`src/dma_pkg.sv`:
```
package dma_pkg;

	localparam int DATA_WIDTH = 32;
	localparam int ADDR_WIDTH = 32;
	localparam int WORD_BYTES = 4;		// Address step per word
	localparam int REG_ADDR_WIDTH = 2;

	// Register map, the read meaning differs from the write meaning
	localparam logic [REG_ADDR_WIDTH-1:0] REG_SRC = 2'd0;		// Reads queued counter
	localparam logic [REG_ADDR_WIDTH-1:0] REG_DST = 2'd1;		// Reads retired counter
	localparam logic [REG_ADDR_WIDTH-1:0] REG_COUNT = 2'd2;	// Reads staged count
	localparam logic [REG_ADDR_WIDTH-1:0] REG_CTRL = 2'd3;		// Reads busy flag

	typedef enum logic [1:0] {
		NONE = 2'd0,
		FILL = 2'd1,
		COPY = 2'd2,
		FEED = 2'd3
	} dma_type_t;

	// Count holds words minus one
	typedef struct packed {
		dma_type_t kind;
		logic [DATA_WIDTH-1:0] value_or_src;
		logic [ADDR_WIDTH-1:0] dst;
		logic [DATA_WIDTH-1:0] count;
		logic [DATA_WIDTH-1:0] tag;
	} dma_cmd_t;

endpackage

```
`src/dma_cmd_fifo.sv`:
```
`timescale 1ns/1ps

module dma_cmd_fifo import dma_pkg::*; #(
	parameter int DEPTH = 4,
	parameter type T = dma_cmd_t
) (
	input logic i_clock,
	input logic i_arst_n,
	input logic i_push_valid,
	input T i_push_data,
	output logic o_push_ready,
	output logic o_pop_valid,
	output T o_pop_data,
	input logic i_pop_ready
);
	localparam int PTR_WIDTH = (DEPTH > 1) ? $clog2(DEPTH) : 1;
	localparam int CNT_WIDTH = $clog2(DEPTH + 1);

	T mem [DEPTH];
	logic [PTR_WIDTH-1:0] wr_ptr;
	logic [PTR_WIDTH-1:0] rd_ptr;
	logic [CNT_WIDTH-1:0] count;
	logic push_fire;
	logic pop_fire;

	// Wraps at DEPTH so non power of two depths work
	function automatic logic [PTR_WIDTH-1:0] next_ptr(input logic [PTR_WIDTH-1:0] ptr);
		return (ptr == PTR_WIDTH'(DEPTH - 1)) ? '0 : ptr + 1'b1;
	endfunction

	assign o_push_ready = (count != CNT_WIDTH'(DEPTH));
	assign o_pop_valid = (count != '0);
	assign o_pop_data = mem[rd_ptr];	// Show-ahead head
	assign push_fire = i_push_valid && o_push_ready;
	assign pop_fire = i_pop_ready && o_pop_valid;

	always_ff @(posedge i_clock or negedge i_arst_n) begin
		if (!i_arst_n) begin
			wr_ptr <= '0;
			rd_ptr <= '0;
			count <= '0;
		end else begin
			if (push_fire)
				wr_ptr <= next_ptr(wr_ptr);
			if (pop_fire)
				rd_ptr <= next_ptr(rd_ptr);
			case ({push_fire, pop_fire})
				2'b10: count <= count + 1'b1;
				2'b01: count <= count - 1'b1;
				default: count <= count;	// Both or neither
			endcase
		end
	end

	always_ff @(posedge i_clock) begin
		if (push_fire)
			mem[wr_ptr] <= i_push_data;
	end

	// A full queue without a pop must keep its write pointer and stay full
	a_no_push_when_full: assert property (@(posedge i_clock) disable iff (!i_arst_n)
		(count == CNT_WIDTH'(DEPTH) && !pop_fire)
		|=> (count == CNT_WIDTH'(DEPTH) && $stable(wr_ptr)));

endmodule

```
`src/dma_engine.sv`:
```
`timescale 1ns/1ps

module dma_engine import dma_pkg::*; (
	input logic i_clock,
	input logic i_arst_n,

	input logic i_cmd_valid,
	input dma_cmd_t i_cmd,
	output logic o_cmd_ready,

	output logic o_busy,
	output logic o_retire_valid,
	output logic [DATA_WIDTH-1:0] o_retire_tag,

	output logic o_bus_request,
	output logic o_bus_write,
	output logic [ADDR_WIDTH-1:0] o_bus_address,
	output logic [DATA_WIDTH-1:0] o_bus_wdata,
	input logic i_bus_ready,
	input logic [DATA_WIDTH-1:0] i_bus_rdata
);
	typedef enum logic [2:0] {
		S_IDLE,
		S_FILL_WRITE,
		S_READ,
		S_WRITE,
		S_FINISH
	} state_t;

	state_t state;

	// Working copy of the popped command
	dma_type_t cur_kind;
	logic [DATA_WIDTH-1:0] value_or_src;
	logic [ADDR_WIDTH-1:0] dst;
	logic [DATA_WIDTH-1:0] count;
	logic [DATA_WIDTH-1:0] tag;
	logic [DATA_WIDTH-1:0] read_data;

	logic cmd_pop;
	logic bus_state;
	logic bus_issue;
	logic bus_done;
	logic last_word;

	assign o_cmd_ready = (state == S_IDLE);
	assign cmd_pop = o_cmd_ready && i_cmd_valid;
	assign bus_state = (state == S_FILL_WRITE) || (state == S_READ) || (state == S_WRITE);
	// Request low in a bus state means the idle cycle before the next transfer
	assign bus_issue = bus_state && !o_bus_request;
	assign bus_done = o_bus_request && i_bus_ready;
	assign last_word = (count == '0);

	always_ff @(posedge i_clock or negedge i_arst_n) begin
		if (!i_arst_n) begin
			state <= S_IDLE;
			o_bus_request <= 1'b0;
			o_busy <= 1'b0;
			o_retire_valid <= 1'b0;
		end else begin
			o_retire_valid <= 1'b0;
			if (bus_issue)
				o_bus_request <= 1'b1;
			else if (bus_done)
				o_bus_request <= 1'b0;

			case (state)
				S_IDLE: begin
					o_busy <= cmd_pop;	// Stays high through the retire pulse
					if (cmd_pop) begin
						case (i_cmd.kind)
							FILL: state <= S_FILL_WRITE;
							COPY, FEED: state <= S_READ;
							default: state <= S_FINISH;	// NONE
						endcase
					end
				end
				S_FILL_WRITE:
					if (bus_done && last_word)
						state <= S_FINISH;
				S_READ:
					if (bus_done)
						state <= S_WRITE;
				S_WRITE:
					if (bus_done)
						state <= last_word ? S_FINISH : S_READ;
				S_FINISH: begin
					o_retire_valid <= 1'b1;
					state <= S_IDLE;
				end
				default: state <= S_IDLE;
			endcase
		end
	end

	always_ff @(posedge i_clock) begin
		if (cmd_pop) begin
			cur_kind <= i_cmd.kind;
			value_or_src <= i_cmd.value_or_src;
			dst <= i_cmd.dst;
			count <= i_cmd.count;
			tag <= i_cmd.tag;
		end

		if (bus_issue) begin
			o_bus_write <= (state != S_READ);
			o_bus_address <= (state == S_READ) ? value_or_src : dst;
			o_bus_wdata <= (state == S_FILL_WRITE) ? value_or_src : read_data;
		end

		if (bus_done) begin
			case (state)
				S_FILL_WRITE: begin
					dst <= dst + ADDR_WIDTH'(WORD_BYTES);
					count <= count - 1'b1;	// Wraps on the last word, unused then
				end
				S_READ: begin
					read_data <= i_bus_rdata;
					value_or_src <= value_or_src + DATA_WIDTH'(WORD_BYTES);
				end
				S_WRITE: begin
					if (cur_kind == COPY)
						dst <= dst + ADDR_WIDTH'(WORD_BYTES);	// Feed keeps dst fixed
					count <= count - 1'b1;
				end
				default: ;
			endcase
		end

		if (state == S_FINISH)
			o_retire_tag <= tag;
	end

	// Request and fields held until the memory answers
	a_bus_stable: assert property (@(posedge i_clock) disable iff (!i_arst_n)
		(o_bus_request && !i_bus_ready)
		|=> (o_bus_request && $stable(o_bus_write) && $stable(o_bus_address)
			&& $stable(o_bus_wdata)));

endmodule

```
`src/dma_regs.sv`:
```
`timescale 1ns/1ps

module dma_regs import dma_pkg::*; (
	input logic i_clock,
	input logic i_arst_n,

	input logic i_cpu_request,
	input logic i_cpu_write,
	input logic [REG_ADDR_WIDTH-1:0] i_cpu_address,
	input logic [DATA_WIDTH-1:0] i_cpu_wdata,
	output logic [DATA_WIDTH-1:0] o_cpu_rdata,
	output logic o_cpu_ready,

	output logic o_queue_valid,
	output dma_cmd_t o_queue_cmd,
	input logic i_queue_ready,
	input logic i_queue_nonempty,

	input logic i_busy,
	input logic i_retire_valid,
	input logic [DATA_WIDTH-1:0] i_retire_tag
);
	logic [DATA_WIDTH-1:0] staged_src;
	logic [ADDR_WIDTH-1:0] staged_dst;
	logic [DATA_WIDTH-1:0] staged_count;
	logic [DATA_WIDTH-1:0] queued_count;
	logic [DATA_WIDTH-1:0] retired_count;
	logic [DATA_WIDTH-1:0] read_value;
	logic access_start;
	logic ctrl_write;
	logic push_fire;

	// A new access is one not yet answered
	assign access_start = i_cpu_request && !o_cpu_ready;
	assign ctrl_write = i_cpu_write && (i_cpu_address == REG_CTRL);

	// Push valid holds for as long as the CTRL write waits on a full queue
	assign o_queue_valid = access_start && ctrl_write;
	assign push_fire = o_queue_valid && i_queue_ready;

	always_comb begin
		o_queue_cmd.kind = dma_type_t'(i_cpu_wdata[1:0]);
		o_queue_cmd.value_or_src = staged_src;
		o_queue_cmd.dst = staged_dst;
		o_queue_cmd.count = staged_count;
		o_queue_cmd.tag = queued_count + 1'b1;	// Tags start at one
	end

	always_comb begin
		case (i_cpu_address)
			REG_SRC: read_value = queued_count;
			REG_DST: read_value = retired_count;
			REG_COUNT: read_value = staged_count;
			default: read_value = (i_busy || i_queue_nonempty) ? '1 : '0;
		endcase
	end

	always_ff @(posedge i_clock or negedge i_arst_n) begin
		if (!i_arst_n) begin
			o_cpu_ready <= 1'b0;
			queued_count <= '0;
			retired_count <= '0;
		end else begin
			o_cpu_ready <= 1'b0;
			if (i_retire_valid)
				retired_count <= i_retire_tag;
			if (push_fire) begin
				queued_count <= queued_count + 1'b1;
				o_cpu_ready <= 1'b1;
			end else if (access_start && !ctrl_write) begin
				o_cpu_ready <= 1'b1;	// Plain access, one cycle
			end
		end
	end

	always_ff @(posedge i_clock) begin
		if (access_start && i_cpu_write) begin
			case (i_cpu_address)
				REG_SRC: staged_src <= i_cpu_wdata;
				REG_DST: staged_dst <= i_cpu_wdata;
				REG_COUNT: staged_count <= i_cpu_wdata;
				default: ;	// CTRL goes to the queue
			endcase
		end
		if (access_start && !i_cpu_write)
			o_cpu_rdata <= read_value;
	end

	a_ready_needs_request: assert property (@(posedge i_clock) disable iff (!i_arst_n)
		$rose(o_cpu_ready) |-> $past(i_cpu_request));

endmodule

```
`src/dma_top.sv`:
```
`timescale 1ns/1ps

module dma_top import dma_pkg::*; #(
	parameter int FIFO_DEPTH = 4
) (
	input logic i_clock,
	input logic i_arst_n,

	input logic i_cpu_request,
	input logic i_cpu_write,
	input logic [REG_ADDR_WIDTH-1:0] i_cpu_address,
	input logic [DATA_WIDTH-1:0] i_cpu_wdata,
	output logic [DATA_WIDTH-1:0] o_cpu_rdata,
	output logic o_cpu_ready,

	output logic o_bus_request,
	output logic o_bus_write,
	output logic [ADDR_WIDTH-1:0] o_bus_address,
	output logic [DATA_WIDTH-1:0] o_bus_wdata,
	input logic i_bus_ready,
	input logic [DATA_WIDTH-1:0] i_bus_rdata
);
	logic push_valid;
	logic push_ready;
	dma_cmd_t push_cmd;
	logic pop_valid;
	logic pop_ready;
	dma_cmd_t pop_cmd;
	logic busy;
	logic retire_valid;
	logic [DATA_WIDTH-1:0] retire_tag;

	dma_regs u_regs (
		.i_clock(i_clock),
		.i_arst_n(i_arst_n),
		.i_cpu_request(i_cpu_request),
		.i_cpu_write(i_cpu_write),
		.i_cpu_address(i_cpu_address),
		.i_cpu_wdata(i_cpu_wdata),
		.o_cpu_rdata(o_cpu_rdata),
		.o_cpu_ready(o_cpu_ready),
		.o_queue_valid(push_valid),
		.o_queue_cmd(push_cmd),
		.i_queue_ready(push_ready),
		.i_queue_nonempty(pop_valid),	// Pop valid doubles as not empty
		.i_busy(busy),
		.i_retire_valid(retire_valid),
		.i_retire_tag(retire_tag)
	);

	dma_cmd_fifo #(
		.DEPTH(FIFO_DEPTH),
		.T(dma_cmd_t)
	) u_queue (
		.i_clock(i_clock),
		.i_arst_n(i_arst_n),
		.i_push_valid(push_valid),
		.i_push_data(push_cmd),
		.o_push_ready(push_ready),
		.o_pop_valid(pop_valid),
		.o_pop_data(pop_cmd),
		.i_pop_ready(pop_ready)
	);

	dma_engine u_engine (
		.i_clock(i_clock),
		.i_arst_n(i_arst_n),
		.i_cmd_valid(pop_valid),
		.i_cmd(pop_cmd),
		.o_cmd_ready(pop_ready),
		.o_busy(busy),
		.o_retire_valid(retire_valid),
		.o_retire_tag(retire_tag),
		.o_bus_request(o_bus_request),
		.o_bus_write(o_bus_write),
		.o_bus_address(o_bus_address),
		.o_bus_wdata(o_bus_wdata),
		.i_bus_ready(i_bus_ready),
		.i_bus_rdata(i_bus_rdata)
	);

endmodule
```
`config.mk`:
```
export PLATFORM = sky130hd
export DESIGN_NAME = dma_top
export DESIGN_NICKNAME = d
export VERILOG_FILES = /design/src/dma_pkg.sv /design/src/dma_cmd_fifo.sv /design/src/dma_engine.sv /design/src/dma_regs.sv /design/src/dma_top.sv
export SDC_FILE = /design/constraint.sdc
export NUM_CORES = 1
export LEC_CHECK = 0
export ABC_AREA = 0
export BUFFER_PORTS_ARGS = -buffer_cell sky130_fd_sc_hd__buf_2
export CAP_MARGIN = 20
export CORE_ASPECT_RATIO = 1.25
export CORE_MARGIN = 1
export CORE_UTILIZATION = 30
export DETAILED_ROUTE_END_ITERATION = 6
export GPL_TIMING_DRIVEN = 0
export MAX_ROUTING_LAYER = met4
export SLEW_MARGIN = 20
export SYNTH_ARGS = -nofsm -noshare
export SYNTH_HDL_FRONTEND = slang
export SYNTH_SLANG_ARGS = --single-unit
```
`constraint.sdc`:
```
create_clock -name i_clock -period 14.3 [get_ports i_clock]
set_input_delay 0.715 -clock i_clock [delete_from_list [all_inputs] [get_ports i_clock]]
set_output_delay 0.715 -clock i_clock [all_outputs]
set_load 0.02 [all_outputs]
```
# --- Yosys cells after proc, flatten, opt, wreduce, memory -nomap -nowiden ---
# Memory sizes are Yosys's and may differ from the RTL's.
# Cells that the tools add are included.
totals:
  word_cells: 116
  ff_bits: 465
  inputBits: 71
  out_inout_bits: 99
  ramBits: 520
  memories: 1
memory_table:
  columns: ["memory", "depth", "word_bits", "rd", "rd_clocked_by_memory_dff", "write_ports", "line", "text"]
  rows:
  - ["u_queue.mem", 4, 130, 1, 0, 1, "dma_cmd_fifo.sv:19", "T mem [DEPTH];"]
op_classes:
  n_addsub: 8
  muxes: 31
  reduce_logical: 31
  eq_ne: 21
op_table:
  columns: ["operator", "count"]
  rows:
  - ["two-way mux 32 bit", 12]
  - ["case mux 32 bit (3 select lines)", 1]
  - ["adder 32 x 3 -> 32 bit (second input constant)", 2]
  - ["case mux 32 bit (2 select lines)", 1]
  - ["adder 32 x 1 -> 32 bit (second input constant)", 1]
  - ["zero test 32 bit", 1]
  - ["subtractor 32 x 1 -> 32 bit (second input constant)", 1]
  - ["equality test 2 bit (second input constant)", 8]
  - ["two-way mux 3 bit", 5]
  - ["case mux 3 bit (2 select lines)", 2]
  - ["case mux 3 bit (4 select lines)", 1]
  - ["logical AND 1 bit", 11]
  - ["AND reduction 2 bit", 4]
  - ["two-way mux 1 bit", 7]
  - ["equality test 2 x 1 -> 1 bit (second input constant)", 3]
  - ["equality test 3 x 2 -> 1 bit (second input constant)", 2]
  - ["adder 2 x 1 -> 2 bit (second input constant)", 2]
  - ["zero test 1 bit", 4]
  - ["two-way mux 2 bit", 2]
  - ["!= test 2 x 1 -> 1 bit (second input constant)", 2]
  - ["!= test 2 bit (second input constant)", 2]
  - ["AND reduction 4 bit", 1]
  - ["nonzero test 2 bit", 2]
  - ["OR reduction 2 bit", 2]
  - ["10 further kinds", 12]

# --- Depth between registers and ports, before layout ---
# Gate-level depths: netlist (run 1).
depth:
  word_depth: 6
  depth_mapped: 12
  depth_no_buf: 9

# --- Cells and area by module ---
# Synthesis (run 1) repeated with hierarchy kept, for this count alone.
hier_totals:
  cells_unflattened: 2270
  area_unflattened_um2: 38262.9
by_module_without_submodules:
  columns: ["mod", "seq_area_each_um2", "area_per_inst_um2", "cells_per_inst", "n_inst"]
  rows:
  - ["dma_cmd_fifo", 15790.1, 19204.7, 720, 1]
  - ["dma_engine", 7006.7, 11168.2, 1003, 1]
  - ["dma_regs", 5470.2, 7890.1, 547, 1]

# --- Worst setup path before layout (run 1) ---
# OpenSTA, ideal clock, no wires.
synth_timing:
  kind: "register to register"
  from: "reg u_engine.state[0]"
  to: "reg u_engine.o_bus_address[0], enable pin"
  path_buffers: 1
  required_ns: 13.730
  t_arrival_ns: 5.170
  stages_incl_launch_ff: 4
  synth_period_minus_slack_ns: 5.741
  setup_ns: 0.570
  slack_ns: 8.559
  cell_sequence: "dfrtp_1 clkbuf_1 nor2_1 nor3_1"
synth_via:
  elab_chain_len: 4
  elab_cells_between_ends: 6
  classes_between: "eq/ne (3); reduce/logical (3)"
synth_lines:
  columns: ["item", "line", "text"]
  rows:
  - ["start, declared", "dma_engine.sv:30", "state_t state;"]
  - ["start signal, assigned", "dma_engine.sv:86", "state <= last_word ? S_FINISH : S_READ;"]
  - ["equality test 3 x 1 -> 1 bit or equality test 3 x 2 -> 1 bit (tied branches)", "dma_engine.sv:48", "assign bus_state = (state == S_FILL_WRITE) || (state == S_READ) || (state == S_WRITE);"]
  - ["logical OR 1 bit", "dma_engine.sv:48", null]
  - ["logical OR 1 bit (*)", "dma_engine.sv:48", null]
  - ["logical AND 1 bit (*)", "dma_engine.sv:50", "assign bus_issue = bus_state && !o_bus_request;"]
  - ["net u_engine.bus_issue", "dma_engine.sv:42", "logic bus_issue;"]
  - ["end signal, assigned", "dma_engine.sv:107", "o_bus_address <= (state == S_READ) ? value_or_src : dst;"]
  - ["end, declared", "dma_engine.sv:17", "output logic [ADDR_WIDTH-1:0] o_bus_address,"]
# The timed path passes the listed nets; every way through them passes the cells marked *.
# A chain may end at the register's enable or synchronous reset.

# --- Worst setup path in the final report (run 1) ---
layout_timing:
  from: "reg u_queue.count[0]"
  to: "reg u_queue.count[2]"
layout_via:
  elab_chain_len: 4
  elab_cells_between_ends: 10
  classes_between: "add/sub (2); eq/ne (3); mux (1); reduce/logical (4)"
layout_lines:
  columns: ["item", "line", "text"]
  rows:
  - ["start, declared", "dma_cmd_fifo.sv:22", "logic [CNT_WIDTH-1:0] count;"]
  - ["start signal, assigned", "dma_cmd_fifo.sv:48", "2'b10: count <= count + 1'b1;"]
  - ["start signal, assigned", "dma_cmd_fifo.sv:49", "2'b01: count <= count - 1'b1;"]
  - ["start signal, assigned", "dma_cmd_fifo.sv:50", "default: count <= count;"]
  - ["nonzero test 3 bit (*)", "dma_cmd_fifo.sv:32", "assign o_pop_valid = (count != '0);"]
  - ["logical AND 1 bit (*)", null, null]
  - ["net u_engine.cmd_pop", "dma_engine.sv:40", "logic cmd_pop;"]
  - ["equality test 2 x 1 -> 1 bit or equality test 2 bit (tied branches)", "dma_cmd_fifo.sv:47", "case ({push_fire, pop_fire})"]
  - ["case mux 3 bit (2 select lines) or nonzero test 2 bit (tied branches)", null, null]
# Marked as above.

==> impl_metrics.env, run 1 <==
export IMPL_status="complete, no violations"
export IMPL_num_vias=21260
export IMPL_coreArea_um2=125200
export IMPL_setup_violations_final=0
export IMPL_rows=145
export IMPL_port_buffers=169
export IMPL_seq_power_share=0.505
export IMPL_die_area_um2=127800
export IMPL_placed_cells=4068
export IMPL_yosysSeqAreaShare=0.7454
export IMPL_ys_seq_elements=985
export IMPL_powerDensity_nw_per_um2=152.9
export IMPL_yosysTopAreaCell="edfxtp_1"
export IMPL_min_period_ns=4.423
export IMPL_grt_usage=0.1617
export IMPL_synthTopCellsByArea="edfxtp_1 65%, mux4_2 7.7%, dfrtp_1 5.1%, dfxtp_1 4.9%, nand2_1 2.0%"
export IMPL_fillers=11790
export IMPL_synth_edf_count=815
export IMPL_peakVddDrop_v=0.0001065
export IMPL_numCtsBuffers=99
export IMPL_pwr_share_comb=0.110
export IMPL_hp_class="in2reg"
export IMPL_gp_congestion=0.9241
export IMPL_slew_viol_final=0
export IMPL_htreeDepth=3
export IMPL_drv_cap=0
export IMPL_min_period_over_period=0.3093
export IMPL_rsz0062_at_grt="false"
export IMPL_wl_per_cell_um=23.77
export IMPL_crit_path_start_kind="flop"
export IMPL_p_sw_frac=0.2569
export IMPL_worstPathArrival_ns=5.03
export IMPL_synth_area_um2=37920
export IMPL_tightestPinTransition_ns=1.133
export IMPL_overflow=0
export IMPL_vias_per_cell=4.989
export IMPL_synth_async_reset_ratio=0.07919
export IMPL_fin_tns_setup_ns=0
export IMPL_yosys_warnings=0
export IMPL_die_w_um=320.0
export IMPL_p_leak_nw=15.16
export IMPL_crit_type="reg2reg"
export IMPL_clock_latency_ns=0.68
export IMPL_drc=0
export IMPL_hold_viol=0
export IMPL_relSlewSlack=0.2446
export IMPL_yosysMostFrequentCell="edfxtp_1"
export IMPL_postCtsSetupBuffers=0
export IMPL_syn_nets=2322
export IMPL_p_int_mw=5.098
export IMPL_cp_required_ns=14.91
export IMPL_start_util=0.3029
export IMPL_clockPowerShare=0.385
export IMPL_skew_ns=0.02043
export IMPL_die_h_um=399.5
export IMPL_syn_to_final_growth_pct=18.30
export IMPL_cts_root_buf="clkbuf_16"
export IMPL_finalPower_mw=6.861
export IMPL_drive_gt1_frac=0.2304
export IMPL_grt_max_degree=56
export IMPL_dp_hpwl_mm=70.47
export IMPL_cp_end_kind="flop"
export IMPL_synthTopCellsByCount="815 x edfxtp_1, 202 x nand2_1, 131 x nor2_1, 130 x mux4_2"
export IMPL_yosysTopAreaCellShare=0.6453
export IMPL_clockBufferDepth=3
export IMPL_timing_fmax_ghz=0.2261
export IMPL_drt_total_wl_mm=101.3
export IMPL_cts_sinks=985
export IMPL_finalNetCount=2635
export IMPL_fin_cells=4261
export IMPL_synthCells=2240
export IMPL_avgSynthCellArea_um2=16.93
export IMPL_synth_cell_type_count=69
export IMPL_first_iter_violations=2066
export IMPL_ant_nets=0
export IMPL_path_clk_slew_ns=0.06
export IMPL_first_pass_iters=7
export IMPL_p_switching_mw=1.762
export IMPL_antenna_found_initial=14
export IMPL_grt_pass1_wl_mm=146.5
export IMPL_ioPinCount=170
export IMPL_crit_fanout=23
export IMPL_cts_tree="yes"
export IMPL_synth_ff_type="edfxtp_1"
export IMPL_grt_pass1_vias=21060
-- repair_timing --
action	4_1_cts	5_1_grt
setup endpoints to repair	0	0
resized for setup	0	0
hold buffers	1	0
hold endpoints to repair	23	0
-- layer usage --
metal	wire [µm]	GRT usage
met3	6069	0.02698
met2	49770	0.2666
met1	42260	0.2025
met4	3179	0.05306
met5	0	-
-- state kept, by name, summed over array words and instances, names as in the netlist, 2 cells and up --
| name | count |
|---|---|
| u_queue.wr_ptr | 2 |
| u_regs.retired_count | 32 |
| u_regs.staged_count | 32 |
| u_engine.o_bus_wdata | 32 |
| u_engine.cur_kind | 2 |
| u_regs.o_cpu_rdata | 32 |
| u_engine.dst | 32 |
| u_engine.count | 32 |
| u_regs.queued_count | 32 |
| u_engine.read_data | 32 |
| u_queue.count | 3 |
| u_engine.o_retire_tag | 32 |
| u_queue.rd_ptr | 2 |
| u_engine.state | 3 |
| u_engine.tag | 32 |
| u_regs.staged_src | 32 |
| u_regs.staged_dst | 32 |
| u_queue.mem | 520 |
| u_engine.value_or_src | 32 |
| u_engine.o_bus_address | 32 |
-- kinds of logic after synthesis --
kind of cell,after synthesis,share of synthesized area
buf+inv,155,0.01610
fa+ha+maj,11,0.003827
mux,234,0.1069
flops,985,0.7454
simple gates,552,0.06892
compound gates,239,0.04411
xor+xnor,64,0.01478
-- worst max-delay path: stages, from the launching register on --
cell	delay (ns)
dfrtp_1	0.40
or3_1	0.14
clkbuf_1	0.45
nand2_1	0.43
inv_2	0.25
clkbuf_1	0.74
buf_2	0.36
buf_12	0.22
buf_12	0.22
ha_1	0.22
inv_1	0.06
fa_1	0.38
xor2_1	0.18
nor2_1	0.12
xor2_1	0.14
-- final timing paths --
kind / end / slack (ns) / start / cells past startpoint
hold reg to reg: u_engine.o_retire_tag[12]$_DFFE_PP_ / 0.41 / u_engine.tag[12]$_DFFE_PN_ / 0
hold / removal: u_engine.read_data[11]$_DFFE_PP_ / 0.22 / i_bus_rdata[11] / 1
setup / recovery: u_queue.count[2]$_DFFE_PN0P_ / 9.88 / u_queue.count[0]$_DFFE_PN0P_ / 14
min in group asynchronous: u_regs.queued_count[0]$_DFFE_PN0P_ / 0.48 / i_arst_n / 2
max in group asynchronous: u_regs.retired_count[3]$_DFFE_PN0P_ / 13.20 / i_arst_n / 3
setup reg to reg: u_queue.count[2]$_DFFE_PN0P_ / 9.88 / u_queue.count[0]$_DFFE_PN0P_ / 14
-- area by class of cell --
class	instances	area (µm²)	share of cell area
clock inverters	62	668.1	0.01489
repair buffers	212	1526	0.03402
well taps	1617	2023	0.04510
clock buffers	125	2646	0.05898
diodes	5	12.51	0.0002789
multi-input cells	1100	9101	0.2029
plain buffers	125	506.7	0.01129
flip-flops and latches	985	28270	0.6301
inverters	30	112.6	0.002510
-- stage by stage --
stage	cell area, µm²	setup slack [ns]	hold WS, ns	utilization
floorplan	37920	8.559	0.4003	-
global placement	40790	5.487	0.4015	0.3259
finish	44860	9.877	0.2150	0.3584
CTS	44850	9.965	0.1821	0.3582
detailed placement	41520	9.971	0.4045	0.3317
global route	44860	9.657	0.2012	0.3584
-- power groups by stage --
stage | Sequential, mW | Clock [mW] | Combinational, mW
2_1_floorplan | 3.60 | 0 | 0.350
3_3_place_gp | 3.55 | 0 | 0.706
3_5_place_dp | 3.52 | 0 | 0.750
4_1_cts | 3.47 | 2.68 | 0.756
5_1_grt | 3.49 | 2.79 | 0.816
6_report | 3.46 | 2.64 | 0.754
-- cells in the final DEF, fill, tap and decap left out, drive strengths merged, types with 33 or more instances in the layout --
master,instances
mux2i,39
mux4,130
dfxtp,92
dfrtp,78
buf,243
nor2,131
clkinv,45
clkbuf,218
nand3,38
nor3,59
mux2,65
edfxtp,815
nand2,202
a21oi,49
a211oi,33
xnor2,35
Power figures use the tool's default switching activity.
==> run 2: changes to the inputs <==
clock period = 3.96 ns   (was 14.3 ns; I/O delays follow)
==> impl_metrics.env, run 2 (synthesized netlist as in run 1, its figures left out) <==
export IMPL_crit_type="reg2reg"
export IMPL_cts_sinks=985
export IMPL_final_common_cell="edfxtp_1"
export IMPL_min_period_ns=3.755
export IMPL_hold_viol=0
export IMPL_cpPeakStageDelay_ns=0.66
export IMPL_cp_end_kind="flop"
export IMPL_antenna_found_initial=9
export IMPL_p_int_mw=18.62
export IMPL_p_switching_mw=6.296
export IMPL_powerDensity_nw_per_um2=547.6
export IMPL_cp_required_ns=4.31
export IMPL_largest_reg_flops=520
export IMPL_clockPowerShare=0.386
export IMPL_first_iter_violations=2080
export IMPL_crit_path_start_kind="flop"
export IMPL_grt_pass1_wl_mm=147.7
export IMPL_placed_cells=4063
export IMPL_path_cells="nand3b_1, nor3_2, clkbuf_1, and2_4, buf_16, buf_16, buf_12"
export IMPL_drt_total_wl_mm=101.4
export IMPL_fin_cells=4316
export IMPL_hp_class="in2async"
export IMPL_die_area_um2=127800
export IMPL_drc=0
export IMPL_syn_to_final_growth_pct=19.99
export IMPL_htreeDepth=3
export IMPL_ant_nets=0
export IMPL_crit_fanout=34
export IMPL_cts_tree="yes"
export IMPL_crit_slowest_cell="nor3_2"
export IMPL_path_clk_slew_ns=0.06
export IMPL_p_sw_frac=0.2526
export IMPL_grt_usage=0.1623
export IMPL_coreArea_um2=125200
export IMPL_wl_per_cell_um=23.48
export IMPL_dp_hpwl_mm=70.14
export IMPL_clockBufferDepth=3
export IMPL_skew_ns=0.02071
export IMPL_start_util=0.3029
export IMPL_tightestPinTransition_ns=1.129
export IMPL_pwr_share_comb=0.111
export IMPL_grt_pass1_vias=21450
export IMPL_die_h_um=399.5
export IMPL_ioPinCount=170
export IMPL_whs_ns=0.01198
export IMPL_worstPathArrival_ns=4.10
export IMPL_overflow=0
export IMPL_drive_gt1_frac=0.2226
export IMPL_peakVddDrop_v=0.0003836
export IMPL_postCtsSetupBuffers=0
export IMPL_top_register="u_queue.mem"
export IMPL_min_period_over_period=0.9482
export IMPL_clock_latency_ns=0.67
export IMPL_rsz0062_at_grt="false"
export IMPL_port_buffers=169
export IMPL_grt_max_degree=44
export IMPL_setup_violations_final=0
export IMPL_timing_fmax_ghz=0.2663
export IMPL_numCtsBuffers=97
export IMPL_vias_per_cell=4.983
export IMPL_rows=145
export IMPL_drv_cap=0
export IMPL_status="complete, no violations"
export IMPL_p_leak_nw=15.42
export IMPL_die_w_um=320.0
export IMPL_cp_common_cell="buf_16"
export IMPL_final_cell_mix="815 x edfxtp_1, 202 x nand2_1, 184 x buf_2"
export IMPL_first_pass_iters=5
export IMPL_cts_root_buf="clkbuf_16"
export IMPL_finalNetCount=2694
export IMPL_gp_congestion=0.9309
export IMPL_slew_viol_final=0
export IMPL_timing_rr_start="u_regs.o_cpu_ready$_DFF_PN0_"
export IMPL_seq_power_share=0.502
export IMPL_crit_start="u_regs.o_cpu_ready$_DFF_PN0_"
export IMPL_num_vias=21510
export IMPL_relSlewSlack=0.2406
[run 2: cell count changes in the layout (fill, tap and decap cells not counted), sizes merged, moves of 2 or more]
cell,delta
dlygate4sd3,+67
diode,-2
buf,-5
inv,+3
bufinv,+4
clkinv,-12
[run 2: metrics by stage]
stage | utilization | TNS, ns | area (µm²) | worst slack, ns | power [mW]
6_report | 0.3635 | 0 | 45500 | 0.2049 | 24.92
5_1_grt | 0.3635 | 0 | 45500 | 0.02896 | 25.75
4_1_cts | 0.3634 | 0 | 45490 | 0.1838 | 25.08
3_5_place_dp | 0.3315 | -15.21 | 41490 | -0.1879 | 15.43
3_3_place_gp | 0.3259 | -1372.68 | 40800 | -3.978 | 15.34
2_1_floorplan | - | 0 | 37930 | 0.02335 | 14.23
[run 2: area by class of cell]
cell class	instances	area (µm²)
fill	11720	79680
sequential	985	28270
multi-input combinational	1100	9107
clock buffer	127	2620
timing repair buffer	274	2163
tap	1617	2023
clock inverter	56	699.4
buffer	124	503.0
inverter	30	112.6
antenna	3	7.507
[run 2: critical path, delay by kind of cell, from the launching register on]
family        cells  cell delay (ns)
buf+inv           4             1.25
flops             1             0.38
simple gates      3             1.71
[run 2: worst paths after layout]
check,endpoint,slack [ns],cells after the start
min in group i_clock,u_regs.o_cpu_rdata[7]$_DFFE_PP_,0.10,3
min,u_regs.queued_count[0]$_DFFE_PN0P_,0.01,2
max reg2reg,u_queue.mem[0][97]$_DFFE_PP_,0.20,7
max,u_queue.mem[0][97]$_DFFE_PP_,0.20,7
min reg2reg,u_engine.o_retire_tag[17]$_DFFE_PP_,0.42,0
max in group asynchronous,u_regs.queued_count[10]$_DFFE_PN0P_,3.35,3
[run 2: power by group through the flow]
stage	clock (mW)	sequential [mW]	combinational (mW)
2_1_floorplan	0	13.0	1.26
3_3_place_gp	0	12.8	2.56
3_5_place_dp	0	12.7	2.71
4_1_cts	9.78	12.5	2.78
5_1_grt	10.2	12.6	2.99
6_report	9.63	12.5	2.78
[run 2: routing by layer]
metal	up-vias	GRT usage	wire [µm]
met5	-	-	0
li1	9527	-	-
met2	748	0.2740	50890
met1	11080	0.2062	42920
met4	0	0.04221	2303
met3	152	0.02075	5245
[run 2: timing repair]
action / 4_1_cts / 5_1_grt
endpoints found under the setup margin: 99 / 0
resized for setup: 1 / 0
hold buffers: 68 / 0
hold endpoints to repair: 227 / 0
